==> src/hdl/qla_pkg.sv <==
// Shared types and constants for the motor channel command path, referenced by scoped names
`default_nettype none

package qla_pkg;

    // ----------------------------------------
    // Widths and DAC constants
    // ----------------------------------------
    localparam int CUR_CMD_W      = 16;           // Commanded current width
    localparam int DAC_FRAME_BITS = 24;           // Quad DAC serial word

    // Write input register and update output
    localparam logic [3:0] DAC_CMD_WRITE_UPDATE = 4'b0011;

    // ----------------------------------------
    // Address decode
    // ----------------------------------------
    // Address space in bits 15:12
    typedef enum logic [3:0] {
        ADDR_MAIN = 4'h0                          // Board and channel registers
    } addr_space_e;

    // Per-channel register offset in bits 3:0
    typedef enum logic [3:0] {
        OFF_DAC_CTRL     = 4'h1,                  // Commanded current
        OFF_MOTOR_CONFIG = 4'hA,                  // Amplifier enable
        OFF_MOTOR_STATUS = 4'hC                   // Command plus fault flags
    } reg_offset_e;

    // ----------------------------------------
    // Bundles between blocks
    // ----------------------------------------
    // One registered host write, broadcast to every channel
    typedef struct packed {
        logic        wen;                         // Single-cycle strobe
        logic [3:0]  chan;                        // Target channel, 1-based
        reg_offset_e offset;
        logic [31:0] data;
    } chan_write_t;

    // Channel state seen by the DAC path and the read mux
    typedef struct packed {
        logic [CUR_CMD_W-1:0] cur_cmd;
        logic                 amp_enable;
        logic                 fault_latched;
        logic                 amp_fault_n;        // Raw pin, low on fault
        logic                 amp_disable;        // Same as the pin
    } chan_status_t;

    // DAC serializer FSM
    typedef enum logic [1:0] {
        DAC_IDLE,                                 // CS high, waiting for update
        DAC_SHIFT,                                // Clocking one frame out
        DAC_GAP                                   // CS high between frames
    } dac_state_e;

endpackage

`default_nettype wire

==> src/hdl/dac_serializer.sv <==
// Quad DAC serializer; sends one 24-bit write-and-update frame per channel on each update strobe
`default_nettype none

module dac_serializer #(
    parameter int NUM_CHAN    = 4,
    parameter int DAC_CLK_DIV = 2             // sysclk cycles per SCLK half period
) (
    input  wire                                       sysclk,
    input  wire                                       rst_n,
    input  wire                                       dac_update,
    input  wire [NUM_CHAN*qla_pkg::CUR_CMD_W-1:0]     cur_cmd_all,
    output logic                                      dac_busy,
    output logic                                      dac_sclk,
    output logic                                      dac_mosi,
    output logic                                      dac_csel
);

    localparam int                   DIV_W     = $clog2(DAC_CLK_DIV) + 1;
    localparam logic [DIV_W-1:0]     DIV_LAST  = DIV_W'(DAC_CLK_DIV - 1);
    localparam logic [DIV_W-1:0]     GAP_LAST  = DIV_W'(1);     // Two cycles CS high
    localparam logic [4:0]           LAST_BIT  = 5'(qla_pkg::DAC_FRAME_BITS - 1);
    localparam logic [3:0]           CHAN_LAST = 4'(NUM_CHAN - 1);

    qla_pkg::dac_state_e                         state;
    logic [DIV_W-1:0]                            div_cnt;
    logic [4:0]                                  bit_cnt;
    logic [3:0]                                  chan_cnt;   // 0-based, also DAC address
    logic [qla_pkg::DAC_FRAME_BITS-1:0]          frame_sr;
    logic [NUM_CHAN*qla_pkg::CUR_CMD_W-1:0]      snap;       // Remaining channels
    logic                                        accept;
    logic                                        load_next;

    assign accept    = (state == qla_pkg::DAC_IDLE) && dac_update;
    assign load_next = (state == qla_pkg::DAC_GAP) && (div_cnt == GAP_LAST) &&
                       (chan_cnt != CHAN_LAST);

    // ----------------------------------------
    // Frame FSM
    // ----------------------------------------
    always_ff @(posedge sysclk) begin
        if (!rst_n) begin
            state    <= qla_pkg::DAC_IDLE;
            div_cnt  <= '0;
            bit_cnt  <= '0;
            chan_cnt <= '0;
            frame_sr <= '0;
            dac_sclk <= 1'b0;
            dac_csel <= 1'b1;
        end else begin
            case (state)
                qla_pkg::DAC_IDLE: begin
                    if (accept) begin
                        state    <= qla_pkg::DAC_SHIFT;
                        dac_csel <= 1'b0;
                        div_cnt  <= '0;
                        bit_cnt  <= '0;
                        chan_cnt <= '0;
                        frame_sr <= {qla_pkg::DAC_CMD_WRITE_UPDATE, 4'd0,
                                     cur_cmd_all[qla_pkg::CUR_CMD_W-1:0]};
                    end
                end
                qla_pkg::DAC_SHIFT: begin
                    if (div_cnt != DIV_LAST) begin
                        div_cnt <= div_cnt + 1'b1;
                    end else begin
                        div_cnt <= '0;
                        if (!dac_sclk) begin
                            dac_sclk <= 1'b1;           // DAC samples here
                        end else begin
                            dac_sclk <= 1'b0;
                            if (bit_cnt == LAST_BIT) begin
                                dac_csel <= 1'b1;       // End of frame
                                frame_sr <= '0;
                                state    <= qla_pkg::DAC_GAP;
                            end else begin
                                bit_cnt  <= bit_cnt + 1'b1;
                                frame_sr <= {frame_sr[qla_pkg::DAC_FRAME_BITS-2:0], 1'b0};
                            end
                        end
                    end
                end
                qla_pkg::DAC_GAP: begin
                    if (div_cnt != GAP_LAST) begin
                        div_cnt <= div_cnt + 1'b1;
                    end else if (load_next) begin
                        state    <= qla_pkg::DAC_SHIFT;
                        dac_csel <= 1'b0;
                        div_cnt  <= '0;
                        bit_cnt  <= '0;
                        chan_cnt <= chan_cnt + 4'd1;
                        frame_sr <= {qla_pkg::DAC_CMD_WRITE_UPDATE, chan_cnt + 4'd1,
                                     snap[qla_pkg::CUR_CMD_W-1:0]};
                    end else begin
                        div_cnt <= '0;
                        state   <= qla_pkg::DAC_IDLE;   // Burst done
                    end
                end
                default: begin
                    state <= qla_pkg::DAC_IDLE;
                end
            endcase
        end
    end

    // Snapshot at accept, shifted down one channel per frame
    always_ff @(posedge sysclk) begin
        if (accept) begin
            snap <= cur_cmd_all >> qla_pkg::CUR_CMD_W;
        end else if (load_next) begin
            snap <= snap >> qla_pkg::CUR_CMD_W;
        end
    end

    assign dac_mosi = frame_sr[qla_pkg::DAC_FRAME_BITS-1];     // MSB first
    assign dac_busy = (state != qla_pkg::DAC_IDLE);

endmodule

`default_nettype wire

==> src/hdl/motor_channel.sv <==
// One motor axis; holds commanded current and amp enable, latches amp faults, drives disable pin
`default_nettype none

module motor_channel #(
    parameter int CHAN = 1                       // Axis number, 1-based
) (
    input  wire                   sysclk,
    input  wire                   rst_n,
    input  wire                   amp_fault_n,   // Low when amp reports fault
    input  wire qla_pkg::chan_write_t chan_wr,
    output qla_pkg::chan_status_t status,
    output logic                  amp_disable_pin
);

    localparam logic [3:0] CHAN_ID = 4'(CHAN);

    logic                          wr_hit;
    logic                          cfg_wr;
    logic [qla_pkg::CUR_CMD_W-1:0] cur_cmd;
    logic                          amp_enable;
    logic                          fault_latched;

    // Decoder broadcasts; pick out our own writes
    assign wr_hit = chan_wr.wen && (chan_wr.chan == CHAN_ID);
    assign cfg_wr = wr_hit && (chan_wr.offset == qla_pkg::OFF_MOTOR_CONFIG);

    // ----------------------------------------
    // Command and config registers
    // ----------------------------------------
    always_ff @(posedge sysclk) begin
        if (!rst_n) begin
            cur_cmd    <= '0;
            amp_enable <= 1'b0;
        end else if (wr_hit) begin
            case (chan_wr.offset)
                qla_pkg::OFF_DAC_CTRL: begin
                    cur_cmd <= chan_wr.data[qla_pkg::CUR_CMD_W-1:0];
                end
                qla_pkg::OFF_MOTOR_CONFIG: begin
                    amp_enable <= chan_wr.data[0];
                end
                default: begin
                    // Status is read only
                end
            endcase
        end
    end

    // ----------------------------------------
    // Fault latch
    // ----------------------------------------
    // Only counts while the amp is on, since a disabled amp pulls fault low
    always_ff @(posedge sysclk) begin
        if (!rst_n) begin
            fault_latched <= 1'b0;
        end else if (cfg_wr && chan_wr.data[0]) begin
            fault_latched <= 1'b0;             // Re-enable clears
        end else if (amp_enable && !amp_fault_n) begin
            fault_latched <= 1'b1;
        end
    end

    // Active high disable; off unless enabled and fault free
    assign amp_disable_pin = !(amp_enable && !fault_latched);

    assign status = '{
        cur_cmd:       cur_cmd,
        amp_enable:    amp_enable,
        fault_latched: fault_latched,
        amp_fault_n:   amp_fault_n,
        amp_disable:   amp_disable_pin
    };

endmodule

`default_nettype wire

==> src/hdl/qla_motor_ctrl.sv <==
// Top level of the four-axis motor command path; connects host bus, channels, DAC and read mux
`default_nettype none

module qla_motor_ctrl #(
    parameter int NUM_CHAN    = 4,
    parameter int DAC_CLK_DIV = 2
) (
    input  wire                sysclk,
    input  wire                rst_n,

    // Host register bus
    input  wire [15:0]         reg_waddr,
    input  wire [31:0]         reg_wdata,
    input  wire                reg_wen,
    input  wire                blk_wen,        // High on last quadlet of block write
    input  wire [15:0]         reg_raddr,
    output wire [31:0]         reg_rdata,

    // Amplifier pins, index is axis number
    input  wire [NUM_CHAN:1]   amp_fault_n,
    output wire [NUM_CHAN:1]   amp_disable_pin,

    // Quad DAC
    output wire                dac_sclk,
    output wire                dac_mosi,
    output wire                dac_csel
);

    wire qla_pkg::chan_write_t  chan_wr;
    wire qla_pkg::chan_status_t chan_status [1:NUM_CHAN];
    wire [NUM_CHAN*qla_pkg::CUR_CMD_W-1:0] cur_cmd_all;    // Axis 1 in low bits
    wire                        dac_update;
    wire                        dac_busy;

    // ----------------------------------------
    // Write decode
    // ----------------------------------------
    reg_write_decode #(
        .NUM_CHAN(NUM_CHAN)
    ) write_decode_i (
        .sysclk(sysclk),
        .rst_n(rst_n),
        .reg_waddr(reg_waddr),
        .reg_wdata(reg_wdata),
        .reg_wen(reg_wen),
        .blk_wen(blk_wen),
        .dac_busy(dac_busy),
        .chan_wr(chan_wr),
        .dac_update(dac_update)
    );

    // ----------------------------------------
    // Motor channels
    // ----------------------------------------
    genvar k;
    generate
        for (k = 1; k <= NUM_CHAN; k = k + 1) begin : mchan_loop
            motor_channel #(
                .CHAN(k)
            ) motor_i (
                .sysclk(sysclk),
                .rst_n(rst_n),
                .amp_fault_n(amp_fault_n[k]),
                .chan_wr(chan_wr),
                .status(chan_status[k]),
                .amp_disable_pin(amp_disable_pin[k])
            );

            // Pack for the serializer
            assign cur_cmd_all[(k-1)*qla_pkg::CUR_CMD_W +: qla_pkg::CUR_CMD_W] =
                chan_status[k].cur_cmd;
        end
    endgenerate

    // ----------------------------------------
    // DAC and readback
    // ----------------------------------------
    dac_serializer #(
        .NUM_CHAN(NUM_CHAN),
        .DAC_CLK_DIV(DAC_CLK_DIV)
    ) dac_i (
        .sysclk(sysclk),
        .rst_n(rst_n),
        .dac_update(dac_update),
        .cur_cmd_all(cur_cmd_all),
        .dac_busy(dac_busy),
        .dac_sclk(dac_sclk),
        .dac_mosi(dac_mosi),
        .dac_csel(dac_csel)
    );

    reg_read_mux #(
        .NUM_CHAN(NUM_CHAN)
    ) read_mux_i (
        .sysclk(sysclk),
        .rst_n(rst_n),
        .reg_raddr(reg_raddr),
        .chan_status(chan_status),
        .reg_rdata(reg_rdata)
    );

endmodule

`default_nettype wire

==> src/hdl/reg_read_mux.sv <==
// Registered read mux returning per-channel command, status and config words to the host bus
`default_nettype none

module reg_read_mux #(
    parameter int NUM_CHAN = 4
) (
    input  wire                        sysclk,
    input  wire                        rst_n,
    input  wire [15:0]                 reg_raddr,
    input  wire qla_pkg::chan_status_t chan_status [1:NUM_CHAN],
    output logic [31:0]                reg_rdata
);

    localparam logic [3:0] MAX_CHAN = 4'(NUM_CHAN);

    logic                  rd_hit;
    logic [3:0]            rchan;
    qla_pkg::reg_offset_e  roff;
    qla_pkg::chan_status_t sel;
    logic [31:0]           rdata_next;

    assign rchan  = reg_raddr[7:4];
    assign roff   = qla_pkg::reg_offset_e'(reg_raddr[3:0]);
    assign rd_hit = (reg_raddr[15:12] == qla_pkg::ADDR_MAIN) &&
                    (rchan != 4'd0) && (rchan <= MAX_CHAN);

    // ----------------------------------------
    // Word select
    // ----------------------------------------
    always_comb begin
        sel        = '0;
        rdata_next = '0;                                   // Unmapped reads 0
        if (rd_hit) begin
            sel = chan_status[rchan];
            case (roff)
                qla_pkg::OFF_DAC_CTRL:     rdata_next = {16'd0, sel.cur_cmd};
                qla_pkg::OFF_MOTOR_STATUS: rdata_next = {sel.cur_cmd, 12'd0,
                                                         sel.amp_disable, sel.amp_fault_n,
                                                         sel.fault_latched, sel.amp_enable};
                qla_pkg::OFF_MOTOR_CONFIG: rdata_next = {31'd0, sel.amp_enable};
                default:                   rdata_next = '0;
            endcase
        end
    end

    // One cycle read latency
    always_ff @(posedge sysclk) begin
        if (!rst_n) begin
            reg_rdata <= '0;
        end else begin
            reg_rdata <= rdata_next;
        end
    end

endmodule

`default_nettype wire

==> src/hdl/reg_write_decode.sv <==
// Host write decoder; registers channel writes and issues DAC update strobes when the DAC is idle
`default_nettype none

module reg_write_decode #(
    parameter int NUM_CHAN = 4
) (
    input  wire                  sysclk,
    input  wire                  rst_n,
    input  wire [15:0]           reg_waddr,
    input  wire [31:0]           reg_wdata,
    input  wire                  reg_wen,
    input  wire                  blk_wen,
    input  wire                  dac_busy,
    output qla_pkg::chan_write_t chan_wr,
    output logic                 dac_update
);

    localparam logic [3:0] MAX_CHAN = 4'(NUM_CHAN);

    logic                 wr_hit;     // Write lands on a real channel
    logic                 dac_wr;     // ...and on the current command
    logic                 dac_fire;
    logic                 dac_req;    // Pending update, merges repeats

    logic                 wen_q;
    logic [3:0]           chan_q;
    qla_pkg::reg_offset_e offset_q;
    logic [31:0]          data_q;

    // ----------------------------------------
    // Address decode
    // ----------------------------------------
    // Channel 0 is the board register block, not ours
    assign wr_hit = reg_wen && (reg_waddr[15:12] == qla_pkg::ADDR_MAIN) &&
                    (reg_waddr[7:4] != 4'd0) && (reg_waddr[7:4] <= MAX_CHAN);
    assign dac_wr = wr_hit && (reg_waddr[3:0] == qla_pkg::OFF_DAC_CTRL);

    // Hold off while a strobe is still in flight to the serializer
    assign dac_fire = dac_req && !dac_busy && !dac_update;

    always_ff @(posedge sysclk) begin
        if (!rst_n) begin
            wen_q      <= 1'b0;
            dac_req    <= 1'b0;
            dac_update <= 1'b0;
        end else begin
            wen_q      <= wr_hit;              // One-cycle strobe
            dac_update <= dac_fire;
            if (dac_wr) begin
                dac_req <= blk_wen;            // Last quadlet of block write
            end else if (dac_fire) begin
                dac_req <= 1'b0;
            end
        end
    end

    // Payload only qualified by wen_q
    always_ff @(posedge sysclk) begin
        chan_q   <= reg_waddr[7:4];
        offset_q <= qla_pkg::reg_offset_e'(reg_waddr[3:0]);
        data_q   <= reg_wdata;
    end

    assign chan_wr = '{wen: wen_q, chan: chan_q, offset: offset_q, data: data_q};

endmodule

`default_nettype wire

==> config.mk <==
export PLATFORM = sky130hd
export DESIGN_NAME = qla_motor_ctrl
export DESIGN_NICKNAME = d
export VERILOG_FILES = /design/src/hdl/qla_pkg.sv /design/src/hdl/dac_serializer.sv /design/src/hdl/motor_channel.sv /design/src/hdl/qla_motor_ctrl.sv /design/src/hdl/reg_read_mux.sv /design/src/hdl/reg_write_decode.sv
export SDC_FILE = /design/constraint.sdc
export NUM_CORES = 1
export LEC_CHECK = 0
export BUFFER_PORTS_ARGS = -buffer_cell sky130_fd_sc_hd__buf_2
export CELL_PAD_IN_SITES_DETAIL_PLACEMENT = 1
export CELL_PAD_IN_SITES_GLOBAL_PLACEMENT = 2
export CORE_ASPECT_RATIO = 2
export CORE_MARGIN = 1
export CORE_UTILIZATION = 35
export CTS_BUF_LIST = sky130_fd_sc_hd__clkbuf_16
export DETAILED_ROUTE_END_ITERATION = 8
export PLACE_DENSITY = 0.84
export SLEW_MARGIN = 20
export SYNTH_ARGS = -nofsm -noshare
export SYNTH_HDL_FRONTEND = slang
export SYNTH_SLANG_ARGS = --single-unit
==> constraint.sdc <==
create_clock -name sysclk -period 4.6 [get_ports sysclk]
set_input_delay 0 -clock sysclk [delete_from_list [all_inputs] [get_ports sysclk]]
set_output_delay 0 -clock sysclk [all_outputs]
set_load 0.02 [all_outputs]
Word level (Yosys, flattened, before mapping)
Index checks and enable logic that the tools add are counted.
{ "word_totals": {"regBits": 218, "latch_bits": 0, "ramBits": 0, "mem_bits_ro": 0, "inputBits": 72, "out_inout_bits": 39, "elab_cells": 180, "memories": 0} }
{ "op_classes": {"n_addsub": 3, "mul": 0, "div_mod_pow": 0, "order_cmp": 3, "n_eq_ne": 23, "shift": 0, "muxes": 44, "n_bitwise": 3, "n_reduce_logical": 77} }
{ "op_table": {"columns": ["op", "n"], "rows": [
  ["24-bit 2-to-1 mux", 6],
  ["48-bit 2-to-1 mux", 2],
  ["32-bit one-hot mux with 3 select lines", 1],
  ["24-bit one-hot mux with 3 select lines", 1],
  ["20-bit binary-select mux with 3-bit select", 1],
  ["20-bit 2-to-1 mux", 2],
  ["1-bit logical AND", 31],
  ["5-bit 2-to-1 mux", 6],
  ["2-bit AND reduction", 11],
  ["4-bit by 1-bit equality test with 1-bit output, second input constant", 4],
  ["5-bit one-hot mux with 3 select lines", 1],
  ["1-bit logical NOT", 14],
  ["2-bit 2-to-1 mux", 7],
  ["7-bit AND reduction", 2],
  ["4-bit equality test, second input constant", 3],
  ["4-bit 2-to-1 mux", 3],
  ["1-bit 2-to-1 mux", 10],
  ["2-bit by 1-bit != test with 1-bit output, second input constant", 5],
  ["2-bit nonzero test", 5],
  ["2-bit OR reduction", 5],
  ["4-bit by 2-bit equality test with 1-bit output, second input constant", 2],
  ["4-bit by 3-bit <= comparator with 1-bit output, second input constant", 2],
  ["4-bit logical NOT", 2],
  ["4-bit one-hot mux with 2 select lines", 1],
  ["21 further kinds", 26]
]} }

Logic depth before layout (Yosys ltp)
{ "logic_depth": {"word_depth": 7, "mapped_depth": 9, "mapped_depth_nobuf": 7} }

Modules after synthesis
A second synthesis with hierarchy kept.
{ "unflattened": {"cells_unflattened": 923, "area_unflattened_um2": 10015.9} }
{ "modules_own_cells": {"columns": ["module", "instances", "cells_per_inst", "area_per_inst_um2", "seq_area_each_um2"], "rows": [
  ["dac_serializer", 1, 356, 4242.8, 2222.1],
  ["motor_channel at mchan_loop[1].motor_i ...", 2, 88, 809.5, 360.3],
  ["reg_read_mux", 1, 162, 1567.8, 640.6],
  ["reg_write_decode", 1, 56, 980.9, 860.8],
  ["motor_channel at mchan_loop[3].motor_i", 1, 86, 814.5, 360.3],
  ["motor_channel at mchan_loop[4].motor_i", 1, 87, 790.8, 360.3]
]} }

Worst setup path before layout
OpenSTA, ideal clock, no wires.
{ "synth_path": {"kind": "register to register", "startpoint": "reg dac_i.state[0]", "endpoint": "reg dac_i.snap[0] (netlist bit), enable pin", "setup_ps": 585, "t_arrival_ps": 2177, "required_ps": 4015, "slack_ps": 1838, "stages_incl_launch_ff": 7, "n_path_buf": 2, "synth_period_minus_slack_ps": 2762, "path_cell_list": "dfxtp_1 inv_1 ha_1 buf_2 nand2_1 clkbuf_1 nand2_1"} }
{ "synth_via": {"elab_chain_len": 4, "word_cells_on_any_way": 6, "classes_between": "1 x eq/ne; 5 x reduce/logical"} }
{ "synth_rtl": {"columns": ["item", "line", "text"], "rows": [
  ["start: declaration", "dac_serializer.sv:24", "qla_pkg::dac_state_e state;"],
  ["start signal: assignment", "dac_serializer.sv:42", "state <= qla_pkg::DAC_IDLE;"],
  ["start signal: assignment", "dac_serializer.sv:53", "state <= qla_pkg::DAC_SHIFT;"],
  ["start signal: assignment", "dac_serializer.sv:74", "state <= qla_pkg::DAC_GAP;"],
  ["2-bit equality test", "dac_serializer.sv:34", "assign load_next = (state == qla_pkg::DAC_GAP) && (div_cnt == GAP_LAST) &&"],
  ["1-bit logical AND (2 in series)", "dac_serializer.sv:34", null],
  ["2-bit nonzero test (no source line) *", null, null],
  ["end signal: assignment", "dac_serializer.sv:108", "snap <= cur_cmd_all >> qla_pkg::CUR_CMD_W;"],
  ["end signal: assignment", "dac_serializer.sv:110", "snap <= snap >> qla_pkg::CUR_CMD_W;"],
  ["end: declaration", "dac_serializer.sv:29", "logic [NUM_CHAN*qla_pkg::CUR_CMD_W-1:0] snap;"]
]} }
Every way passes the cells marked *; elsewhere a longest branch is shown, timed or not.
A chain may end at the register's enable or synchronous reset.

Final worst setup path
{ "layout_path": {"startpoint": "reg dac_i.state[0]", "endpoint": "reg dac_i.chan_cnt[0]"} }
{ "layout_via": {"elab_chain_len": 5, "word_cells_on_any_way": 11, "classes_between": "4 x eq/ne; 1 x mux; 6 x reduce/logical"} }
{ "layout_rtl": {"columns": ["item", "line", "text"], "rows": [
  ["2-bit equality test", "dac_serializer.sv:34, dac_serializer.sv:50", null],
  ["1-bit logical AND (2 in series)", "dac_serializer.sv:34", null],
  ["2-bit by 1-bit != test with 1-bit output (no source line)", null, null],
  ["4-bit AND reduction (no source line)", null, null],
  ["end signal: assignment", "dac_serializer.sv:90", "chan_cnt <= chan_cnt + 4'd1;"],
  ["end: declaration", "dac_serializer.sv:27", "logic [3:0] chan_cnt;"]
]} }
Parallel ways exist; a longest one is shown, timed or not.

==> results.json <==
{
  "antenna_found_initial": 0,
  "slew_headroom": 0.2714,
  "slew_viol_final": 0,
  "cellPowerDensity_nw_per_um2": 374.6,
  "cp_max_fo": 20,
  "rsz0062_at_grt": "false",
  "setup_viol": 0,
  "dieArea_um2": 25470,
  "antenna_left": 0,
  "power_leakage_nw": 4.008,
  "start_kind": "register",
  "ys_seq_area_frac": 0.5582,
  "wl_per_cell_um": 19.13,
  "synth_area_um2": 8678,
  "grt_overflow": 0,
  "finalPower_mw": 3.856,
  "post-dp-hpwl_um": 15400,
  "syn_to_final_growth_pct": 18.61,
  "status": "finished, final reports clean",
  "yosys_register_bits": 218,
  "synth_area_leader_cell": "dfxtp_1",
  "cts_tree": "done",
  "hold_class": "input pin to register",
  "syn-mean-instance-area_um2": 11.01,
  "drive_above_1_share": 0.1818,
  "grt.total_usage": 0.1863,
  "dr.pass1.iters": 6,
  "die_w_um": 113.3,
  "drt_iter0_drc": 341,
  "finalClockSkew_ns": 0.01137,
  "synth_cell_types": 56,
  "rrSetupSlack_ns": 1.70,
  "yosysMostFrequentCell": "dfxtp_1",
  "pre_cts_ws_ns": 1.698,
  "async_flop_share": 0,
  "r2r_cells": 7,
  "clk_pin_slew_ns": 0.07,
  "netlist.area_leader.share": 0.3922,
  "critPathArrivalTime_ns": 3.34,
  "finalCritPeriodShare": 0.6298,
  "ir_drop_mv": 0.2824,
  "syn_nets": 866,
  "antenna_cells": 0,
  "cts_sinks": 218,
  "nets": 966,
  "setup_ws_ns": 1.703,
  "die_h_um": 224.7,
  "required_ns": 5.05,
  "port_buffers": 86,
  "ys_dominant_reg_cell": "dfxtp_1",
  "max_freq_mhz": 345.2,
  "clockBufferDepth": 3,
  "synth-edff-count": 48,
  "grt_max_degree": 86,
  "core_area_um2": 24420,
  "hold_viol": 0,
  "ys_top_cells_by_count": "dfxtp_1, nor2_1, mux2i_1",
  "num-fill-cells": 2699,
  "cts_buffers": 21,
  "totalWireLength_um": 23610,
  "num_vias": 6496,
  "hold_depth": 4,
  "path_class": "register to register",
  "post_cts_buffers": 0,
  "final_area_um2": 10290,
  "worst_slew_pin_slew_ns": 1.093,
  "vias_per_cell": 5.264,
  "cts_root_buf": "clkbuf_16",
  "period_needed_ns": 2.897,
  "first_global_vias": 6868,
  "synth_warnings": 0,
  "pin_count": 111,
  "h-tree-depth": 1,
  "dpl_cell_area_um2": 9328,
  "end_kind": "register",
  "synthTopCellsByArea": "dfxtp_1, edfxtp_1, mux2i_1, nor2_1, mux2_2",
  "setup_tns_ns": 0,
  "start_util": 0.3553,
  "synth_cells": 788,
  "worst_skew_pair.late_latency_ns": 0.52,
  "hold_ws_ns": 0.01541,
  "grt_pass1_wl_um": 36400,
  "place_congestion": 0.7730,
  "num_rows": 81,
  "drcViolationCount": 0,
  "drv_cap": 0
}
[per-layer routing]
| metal | global-route usage | up-vias | routed length [um] |
|---|---|---|---|
| met3 | 0.01913 | 42 | 741 |
| li1 | - | 3042 | - |
| met5 | 0 | - | 0 |
| met4 | 0.07852 | 0 | 705 |
| met2 | 0.3719 | 139 | 13390 |
| met1 | 0.1914 | 3273 | 8769 |
[where the power goes]
group | internal, mW | switching, mW | total (mW)
logic | 0.0829 | 0.146 | 0.228
registers | 1.98 | 0.0278 | 2.01
clock network | 0.880 | 0.736 | 1.62
total | 2.95 | 0.910 | 3.86
[worst max-delay path, cell delays in order, from the launching register on]
cell and delay, ns:
dfxtp_1 0.33, inv_1 0.11, ha_1 0.78, nand2_1 0.53, a221oi_2 0.58, nand2_1 0.13, mux2_2 0.28, nor2_1 0.07
[stage by stage]
stage	util	std cells
finish	0.4214	1234
global route	0.4214	1234
CTS	0.4213	1234
detailed placement	0.3819	1162
global placement	0.3818	1162
floorplan	-	788
[flip-flops by register name, summed over array words and instances, names as in the netlist, 4 cells and up]
name                              cells
dac_i.frame_sr                       24
dac_i.bit_cnt                         5
read_mux_i.reg_rdata                 32
mchan_loop.motor_i.fault_latched      4
mchan_loop.motor_i.amp_enable         4
write_decode_i.chan_q                 4
dac_i.chan_cnt                        4
write_decode_i.offset_q               4
dac_i.snap                           48
write_decode_i.data_q                16
mchan_loop.motor_i.cur_cmd           64
[timing repair]
item | in CTS | in global routing
resized for setup | 0 | 0
hold buffers | 35 | 0
endpoints found under the hold margin | 34 | 0
[final cells by class]
cell class                      instances  area, um2  share of cell area
Tap cell                              332      415.4             0.04035
Inverter                                8      30.03            0.002917
Multi-Input combinational cell        507       3527              0.3427
Timing Repair Buffer                  132      863.3             0.08387
Clock inverter                         16      87.58            0.008509
Clock buffer                           21      525.5             0.05105
Sequential cell                       218       4845              0.4706
[placed cells by master, fill, tap and decap left out, types with 3 or more instances in the layout]
cell type,n
dfxtp_1,170
nor2_1,116
mux2i_1,91
buf_2,86
edfxtp_1,48
a21oi_1,36
dlygate4sd3_1,35
mux2_2,33
o21ai_0,32
a22oi_1,22
clkbuf_16,21
nand2_1,20
and3_1,19
nand3_1,17
o22a_1,17
nor2b_1,15
a222oi_1,15
inv_1,14
nand2b_1,12
buf_4,11
clkinv_1,7
ha_1,6
o22ai_1,5
xor2_1,5
and2_1,4
a2bb2oi_1,4
nand4_1,3
[logic make-up (layout without fill, tap and decap cells)]
kind of cell,after synthesis,after routing,synth area share
and+or+nand+nor,232,232,0.1342
DFF,218,218,0.5582
AOI/OAI and AO/OA,140,140,0.1100
muxes,124,124,0.1478
buffers and inverters,63,177,0.03604
adders and majority gates,6,6,0.008650
xor gates and xnor gates,5,5,0.005046
[worst paths after layout]
check,startpoint,endpoint
min,reg_raddr[1],read_mux_i.reg_rdata[1]
max,dac_i.state[0],dac_i.chan_cnt[0]
max reg2reg,dac_i.state[0],dac_i.chan_cnt[0]
min reg2reg,dac_i.frame_sr[23],dac_i.frame_sr[23]
(Power assumes the default switching activity.)
